`src/design/sched_pkg.sv`:
```
package sched_pkg;

    //////////////////////////////
    // cell field widths
    //////////////////////////////

    // single-beat cell payload
    parameter int DATA_W = 64;
    // metadata, low bits carry the destination bitmap
    parameter int META_W = 16;
    // scheduling rank
    parameter int RANK_W = 18;
    // pifo info word
    parameter int PIFO_W = 32;

    // valid flag sits in the msb of the pifo word
    parameter int PIFO_VALID_BIT = 31;

    // input tuser = {pifo info, metadata}
    parameter int TUSER_W = PIFO_W + META_W;

    //////////////////////////////
    // field types
    //////////////////////////////

    typedef logic [DATA_W-1:0] cell_data_t;
    typedef logic [META_W-1:0] cell_meta_t;
    typedef logic [PIFO_W-1:0] pifo_info_t;
    typedef logic [RANK_W-1:0] rank_t;

    // rank given to cells without a valid pifo word
    // so they sort behind everything else
    parameter rank_t RANK_MAX = '1;

endpackage

```
`src/design/cell_if.sv`:
```
interface cell_if
    import sched_pkg::*;
#(
    parameter int NUM_PORTS = 4
)
();

    // registered cell, shared by all calendars
    cell_data_t           data;
    cell_meta_t           meta;
    pifo_info_t           pifo;
    // one insert strobe per port
    logic [NUM_PORTS-1:0] wr_en;

    // enqueue side
    modport agent
    (
        output data,
        output meta,
        output pifo,
        output wr_en
    );

    // per-port calendar side
    modport calendar
    (
        input data,
        input meta,
        input pifo,
        input wr_en
    );

endinterface

```
`src/design/pifo_calendar.sv`:
```
module pifo_calendar
    import sched_pkg::*;
#(
    parameter int PIFO_DEPTH = 8,
    parameter int PORT_IDX = 0,
    localparam int CNT_W = $clog2(PIFO_DEPTH + 1)
)
(
    input  logic              axis_aclk,
    input  logic              axis_resetn,

    cell_if.calendar          cell_bus,

    input  logic              pop,
    output cell_data_t        head_data,
    output cell_meta_t        head_meta,
    output pifo_info_t        head_pifo,
    output logic              empty,
    output logic              full,
    output logic [CNT_W-1:0]  q_size
);

    // invalid pifo word sorts last
    function automatic rank_t eff_rank(input pifo_info_t info);
        return info[PIFO_VALID_BIT] ? info[RANK_W-1:0] : RANK_MAX;
    endfunction

    //////////////////////////////
    // calendar storage
    //////////////////////////////

    // slot 0 is the head and slots 0..count-1 hold cells
    cell_data_t              cal_data [PIFO_DEPTH];
    cell_meta_t              cal_meta [PIFO_DEPTH];
    pifo_info_t              cal_pifo [PIFO_DEPTH];
    cell_data_t              nxt_data [PIFO_DEPTH];
    cell_meta_t              nxt_meta [PIFO_DEPTH];
    pifo_info_t              nxt_pifo [PIFO_DEPTH];
    logic [CNT_W-1:0]        count;
    logic                    ins;
    rank_t                   new_rank;
    // slot is free or holds a strictly larger rank
    logic [PIFO_DEPTH-1:0]   behind;

    assign ins      = cell_bus.wr_en[PORT_IDX];
    assign new_rank = eff_rank(cell_bus.pifo);

    // storage is sorted so behind is a thermometer code
    always_comb
    begin
        for (int i = 0; i < PIFO_DEPTH; i++)
            behind[i] = (i >= int'(count)) || (eff_rank(cal_pifo[i]) > new_rank);
    end

    //////////////////////////////
    // shift and insert
    //////////////////////////////

    always_comb
    begin
        int src;
        int prv;
        for (int i = 0; i < PIFO_DEPTH; i++)
        begin
            // old slot feeding new slot i is one higher on pop
            src = (pop && i < PIFO_DEPTH - 1) ? i + 1 : i;
            prv = (src > 0) ? src - 1 : 0;
            nxt_data[i] = cal_data[src];
            nxt_meta[i] = cal_meta[src];
            nxt_pifo[i] = cal_pifo[src];
            if (ins && behind[src])
            begin
                // first larger slot takes the new cell
                if (i == 0 || !behind[prv])
                begin
                    nxt_data[i] = cell_bus.data;
                    nxt_meta[i] = cell_bus.meta;
                    nxt_pifo[i] = cell_bus.pifo;
                end
                // rest move down one place
                else
                begin
                    nxt_data[i] = cal_data[prv];
                    nxt_meta[i] = cal_meta[prv];
                    nxt_pifo[i] = cal_pifo[prv];
                end
            end
        end
    end

    always_ff @(posedge axis_aclk)
    begin
        if (ins || pop)
        begin
            cal_data <= nxt_data;
            cal_meta <= nxt_meta;
            cal_pifo <= nxt_pifo;
        end
    end

    // occupancy where insert and pop may coincide
    always_ff @(posedge axis_aclk)
    begin
        if (!axis_resetn)
            count <= '0;
        else
            count <= count + CNT_W'(ins) - CNT_W'(pop);
    end

    assign head_data = cal_data[0];
    assign head_meta = cal_meta[0];
    assign head_pifo = cal_pifo[0];
    assign empty     = (count == '0);
    assign full      = (count == CNT_W'(PIFO_DEPTH));
    assign q_size    = count;

    // agent must hold off a full port
    a_no_insert_full: assert property (
        @(posedge axis_aclk) disable iff (!axis_resetn) ins |-> !full
    );

    // egress stage only pops a cell that exists
    a_no_pop_empty: assert property (
        @(posedge axis_aclk) disable iff (!axis_resetn) pop |-> !empty
    );

endmodule

```
`src/flat_wrapper.sv`:
```
// flat-port wrapper written by rule: the top's interface ports become plain ports
module pifo_calendar_flat import sched_pkg::*;
#(
    parameter int PIFO_DEPTH = 8,
    parameter int PORT_IDX = 0,
    localparam int CNT_W = $clog2(PIFO_DEPTH + 1)
)
  (axis_aclk, axis_resetn, pop, head_data, head_meta, head_pifo, empty, full, q_size, cell_bus_data, cell_bus_meta, cell_bus_pifo, cell_bus_wr_en);
  cell_if cell_bus_i ();
  input  logic axis_aclk;
  input  logic axis_resetn;
  input  logic pop;
  output cell_data_t head_data;
  output cell_meta_t head_meta;
  output pifo_info_t head_pifo;
  output logic empty;
  output logic full;
  output logic [CNT_W-1:0] q_size;
  input wire logic [$bits(cell_bus_i.data)-1:0] cell_bus_data;
  input wire logic [$bits(cell_bus_i.meta)-1:0] cell_bus_meta;
  input wire logic [$bits(cell_bus_i.pifo)-1:0] cell_bus_pifo;
  input wire logic [$bits(cell_bus_i.wr_en)-1:0] cell_bus_wr_en;
  assign cell_bus_i.data = cell_bus_data;
  assign cell_bus_i.meta = cell_bus_meta;
  assign cell_bus_i.pifo = cell_bus_pifo;
  assign cell_bus_i.wr_en = cell_bus_wr_en;
  pifo_calendar #(.PIFO_DEPTH(PIFO_DEPTH), .PORT_IDX(PORT_IDX)) u_core (.axis_aclk(axis_aclk), .axis_resetn(axis_resetn), .cell_bus(cell_bus_i), .pop(pop), .head_data(head_data), .head_meta(head_meta), .head_pifo(head_pifo), .empty(empty), .full(full), .q_size(q_size));
endmodule
```
`config.mk`:
```
export PLATFORM = sky130hd
export DESIGN_NAME = pifo_calendar_flat
export DESIGN_NICKNAME = d
export VERILOG_FILES = /design/src/design/sched_pkg.sv /design/src/design/cell_if.sv /design/src/design/pifo_calendar.sv /design/src/flat_wrapper.sv
export SDC_FILE = /design/constraint.sdc
export NUM_CORES = 2
export LEC_CHECK = 0
export ABC_AREA = 0
export ABC_CLOCK_PERIOD_IN_PS = 16850
export BUFFER_PORTS_ARGS = -buffer_cell sky130_fd_sc_hd__buf_4
export CAP_MARGIN = 20
export CORE_MARGIN = 8
export CORE_UTILIZATION = 59
export CTS_CLUSTER_DIAMETER = 200
export CTS_CLUSTER_SIZE = 8
export DETAILED_ROUTE_END_ITERATION = 8
export PLACE_DENSITY = 0.85
export RECOVER_POWER = 50
export REMOVE_ABC_BUFFERS = 1
export SLEW_MARGIN = 20
export SYNTH_ARGS = -nofsm -noshare
export SYNTH_HDL_FRONTEND = slang
export SYNTH_SLANG_ARGS = --single-unit
```
`constraint.sdc`:
```
create_clock -name axis_aclk -period 16.85 [get_ports axis_aclk]
set_clock_uncertainty 0.1 [all_clocks]
set_input_delay 1.685 -clock axis_aclk [delete_from_list [all_inputs] [get_ports axis_aclk]]
set_output_delay 1.685 -clock axis_aclk [all_outputs]
set_load 0.01 [all_outputs]
```
# After elaboration in Yosys (flattened, before gate mapping)

Cells that the tools add are included.

Bits in registers: 900
Input bits: 119
Word-level logic and storage cells: 334

Add/subtract/negate cells: 8
Magnitude comparators: 48
Eq/ne operators: 1
Mux-type cells: 220
Bitwise operators: 13
Reduce and logical (&&, ||, !) cells: 19

Operators with widths:

| cell                                                                | number |
|---|---|
| 2-to-1 mux 64 bit                                                   | 40 |
| binary-select mux 64 bit (select 3 bit)                             | 13 |
| 2-to-1 mux 32 bit                                                   | 46 |
| binary-select mux 32 bit (select 3 bit)                             | 13 |
| 2-to-1 mux 16 bit                                                   | 40 |
| binary-select mux 16 bit (select 3 bit)                             | 13 |
| greater-or-equal comparator 32 x 4 -> 1 bit (second input constant) | 13 |
| less-than comparator 32 x 5 -> 1 bit (second input constant)        | 13 |
| NOT 32 bit                                                          | 13 |
| greater-than comparator 32 x 1 -> 1 bit (second input constant)     | 6 |
| subtractor 32 x 2 -> 32 bit (second input constant)                 | 6 |
| 2-to-1 mux 18 bit                                                   | 9 |
| greater-than comparator 18 bit                                      | 8 |
| binary-select mux 1 bit (select 3 bit)                              | 13 |
| 2-to-1 mux 1 bit                                                    | 30 |
| greater-or-equal comparator 3 x 4 -> 1 bit (first input constant)   | 4 |
| logical OR 1 bit                                                    | 9 |
| greater-or-equal comparator 1 x 4 -> 1 bit (first input constant)   | 2 |
| greater-or-equal comparator 2 x 4 -> 1 bit (first input constant)   | 2 |
| logical AND 1 bit                                                   | 8 |
| adder 4 x 1 -> 4 bit                                                | 1 |
| == test 4 bit (second input constant)                               | 1 |
| zero test 4 bit                                                     | 1 |
| 2-to-1 mux 2 bit                                                    | 2 |
| other kinds (3)                                                     | 3 |

# Longest topological paths before layout

Depth in word-level cells: 9
Mapped depth: 16
Depth with buffers taken out: 11

# Worst setup path after synthesis

OpenSTA, ideal clock, no wires.

Path kind: input-to-reg
Start: input port cell_bus_pifo[31]
End: register u_core.cal_data[128] in the netlist's numbering, enable pin
Setup time: 650 ps
Data arrival time: 10,252 ps
Data required time: 16,100 ps
Slack: 5,848 ps
Cell stages on the path: 12
Buffers on the path: 4
Path through: buf_2 -> clkbuf_1 -> nor2b_1 -> ha_1 -> a211o_1 -> a21oi_1 -> a211oi_1 -> a211oi_1 -> o21ai_2 -> clkbuf_1 -> buf_2 -> a31oi_1

RTL lines:

| item                   | RTL line            | RTL |
|---|---|---|
| start: declaration     | flat_wrapper.sv:21  | `input wire logic [$bits(cell_bus_i.pifo)-1:0] cell_bus_pifo;` |
| end signal: assignment | pifo_calendar.sv:95 | `cal_data <= nxt_data;` |
| end: declaration       | pifo_calendar.sv:33 | `cell_data_t cal_data [PIFO_DEPTH];` |

# Final worst setup path

Start: input port cell_bus_pifo[31]
End: register u_core.cal_pifo[20] in the netlist's numbering (data pin)

Word-level cells in the longest chain between the ends: 4

Ends and longest elaborated chain:

| item                           | RTL line            | RTL |
|---|---|---|
| 2-to-1 mux 18 bit              | pifo_calendar.sv:25 | `return info[PIFO_VALID_BIT] ? info[RANK_W-1:0] : RANK_MAX;` |
| greater-than comparator 18 bit | pifo_calendar.sv:52 | `behind[i] = (i >= int'(count)) \|\| (eff_rank(cal_pifo[i]) > new_rank);` |
| logical OR 1 bit               | pifo_calendar.sv:52 |  |
| 2-to-1 mux 32 bit              | pifo_calendar.sv:74 | `if (i == 0 \|\| !behind[prv])` |
| end signal: assignment         | pifo_calendar.sv:97 | `cal_pifo <= nxt_pifo;` |
| end: declaration               | pifo_calendar.sv:35 | `pifo_info_t cal_pifo [PIFO_DEPTH];` |

Every way passes these cells.
A chain may end at the register's enable or synchronous reset.

==> impl_results.md <==
- Routed wire length: 170000 um
- Root buf cell: clkbuf_16
- Critical path class: primary input to flip-flop
- Synth-to-Final Area Change: 7.24%
- Reg clk slew, reported paths: approximately 0.05 ns
- CTS tree: yes
- Maximum vdd drop: 0.000215 V
- Postcts setup bufs: 0
- WL per Instance: roughly 28 um
- Hold Buf Count CTS: 0
- CP Launch Point: cell_bus_pifo[31]
- Status: finished with violations
- Clk buf depth: 3
- Final max-slew violation count: 690
- Busiest grt layer: met2
- Seq/Total Area, Yosys: 0.492
- Yosys top cell area share: 0.491
- Vias per cell: 7.24
- Setup tns final: 0 ns
- Share of cells above drive strength 1: 0.118
- Vias in the first global route: 43800
- Initial antenna violation count: 8
- Die W: 321 um
- Main synth FF type: edfxtp_1
- Synthesized area: 54800 sq um
- WP data arrival: 11.88 ns
- Area of the die: 103000 sq um
- Port Buffers: 233
- First-pass GRT wire length: between 200000 and 300000 um
- Startpoint types: primary input
- H-tree depth: 4
- Iter 0 DRT Violations: between 6000 and 7000
- Critical Path Sink Type: flip-flop
- Hold path depth: 2
- Max Fclk: about 87 MHz
- Post-synth top area cell: edfxtp_1
- Slew HR: -2.64
- Yosys Warn Count: 0
- Post-route minimum period: around 12 ns
- Non-Filler Instances: 6053
- Hold Path Origin: u_core.cal_meta[6]$_DFFE_PP_
- Synth top area cells: edfxtp_1 49%, mux2i_1 8.2%, mux2_2 4.1%, a221oi_1 3.7%, ha_1 3.1%
- Worst-Skew Late Latency: 0.74 ns
- Pin count of the biggest net entering global routing: 175
- Die Height: 321 um
- Number of flops mapped to enable cells by yosys: 896
- Met2 Track Usage GR: 0.497
- Pwr/cell area: 223 nW/um^2
- Final hold vios: 0
- HP Class: flip-flop to flip-flop
- Gr usage total: 0.317
- Row cnt: about 110
- Vias post-DR: 43800
- Num CTS Buffers: 130
- CTS Sinks: 900
- Seq cells post-synth: 900
- Placed Cells: 5896
- CP max FO: 59
- # IOs: approximately 240
- Ys async rst share: 0
- Reg2reg setup slack: 7.06 ns
- DRC: 0
- Crit path required time: 17.21 ns
- Drt first pass iters: 9
- Max_cap viols: 15
- Initial Util: 0.591
- CTS resizes: 0
- Antenna violation net count after detailed routing: 0
- Post-DP HPWL: 92000 um
- Post-synth top cells: 896 x edfxtp_1, 448 x mux2i_1, 390 x nand2_1, 322 x o21ai_0, 311 x clkbuf_1
- Synthesized instance count: 4988
- GP Congestion: 0.924
- RR Startpoint: u_core.cal_pifo[63]$_DFFE_PP_
- Core area: 92800 sq um
- R2R cell count: 10
- Grt met1 use: 0.415
- Yosys cell types: 75
- Leak Pwr: roughly 22 nW
- Fin crit share: 0.684
- RSZ-0062 raised after global routing: false
- Nets: 5032
- Total gr overflow: 0
- Most frequent cell after synthesis: edfxtp_1
- Routing usage on met3: 0.0831
- Violated checks: max-capacitance violations, max-slew violations
- Final setup violation count: 0
- Avg Inst Size Synth: 11.0 sq um
- Worst slew pin tran: 5.46 ns
## worst max-delay path, stage by stage
cell	delay [ns]
clkbuf_1	1.30
nor2b_1	0.96
ha_1	0.25
nor2b_1	0.12
o21ai_0	0.08
a221oi_1	0.30
a211oi_1	0.21
o21ai_4	0.19
clkbuf_1	3.16
clkbuf_1	2.94
mux2_2	0.53
## power breakdown
group	internal (W)	leakage, nW	switching (W)
logic	0.00214	11.4	0.00345
registers	0.00420	9.02	0.000908
clock network	0.00144	1.75	0.000981
## cell families (layout without fill, tap and decap cells)
| kind of cell | after synthesis | count (layout) | synth area share |
|---|---|---|---|
| XOR/XNOR | 6 | 6 | 0.000959 |
| AND/OR/NAND/NOR | 882 | 882 | 0.0718 |
| AO/OA/AOI/OAI | 1492 | 1492 | 0.183 |
| buffers and inverters | 783 | 588 | 0.0683 |
| multiplexers | 785 | 785 | 0.151 |
| other | 0 | 6 | 0 |
| flip-flops | 900 | 900 | 0.492 |
| adder cells (fa/ha/maj) | 140 | 140 | 0.0320 |
## per-layer routing
| metal | vias up | wire (um) |
|---|---|---|
| met3 | 468 | 21900 |
| met5 | - | 24 |
| li1 | 18500 | - |
| met2 | 3477 | 77300 |
| met4 | 4 | 6150 |
| met1 | 21400 | 64500 |
## cell type report
class	instances	area [sq um]
sequential	900	27000
inverter	132	500
tap	1254	1570
antenna	6	15.0
clock inverter	10	154
clock buffer	141	3420
fill	7097	34000
multi-input combinational	3305	24300
timing repair buffer	305	1880
## cell usage in the layout, fill, tap and decap left out, types with 6 or more instances in the layout
cell type    n
a211oi_1    10
a21o_1      16
a21oi_1    275
a221oi_1   229
a22o_1     112
a22oi_1    113
a31oi_1    116
buf_4      171
clkbuf_1   131
clkbuf_16  136
diode_2      6
edfxtp_1   896
ha_1       138
inv_1      131
mux2_1     140
mux2_2     195
mux2i_1    448
nand2_1    389
nand2b_1   116
nand3_1     19
nand4_1     20
nor2_1     251
nor2_4       7
nor2b_1     39
o21a_1       6
o21ai_0    339
o21ai_1     15
o22ai_1    113
o41ai_1    101
o41ai_2     11
## final timing paths
check,end
worst max-delay path,u_core.cal_pifo[20]$_DFFE_PP_
worst min-delay path,u_core.cal_meta[22]$_DFFE_PP_
worst max register to register,u_core.cal_pifo[20]$_DFFE_PP_
worst min register to register,u_core.cal_meta[22]$_DFFE_PP_
## per-stage QoR
step / setup WS [ns] / hold WS, ns / area, sq um / utilization / total power [W]
after floorplan: 2.10 / 0.444 / 51600 / - / 0.00879
after global placement: 9.09 / 0.454 / 55700 / 0.601 / 0.0102
after detailed placement: 9.04 / 0.465 / 55700 / 0.601 / 0.0105
after CTS: 9.77 / 0.462 / 59300 / 0.639 / 0.0130
after global routing: 5.10 / 0.491 / 58800 / 0.634 / 0.0137
final: 5.33 / 0.475 / 58800 / 0.634 / 0.0131
Note: power is estimated with default switching activity, not from simulation.
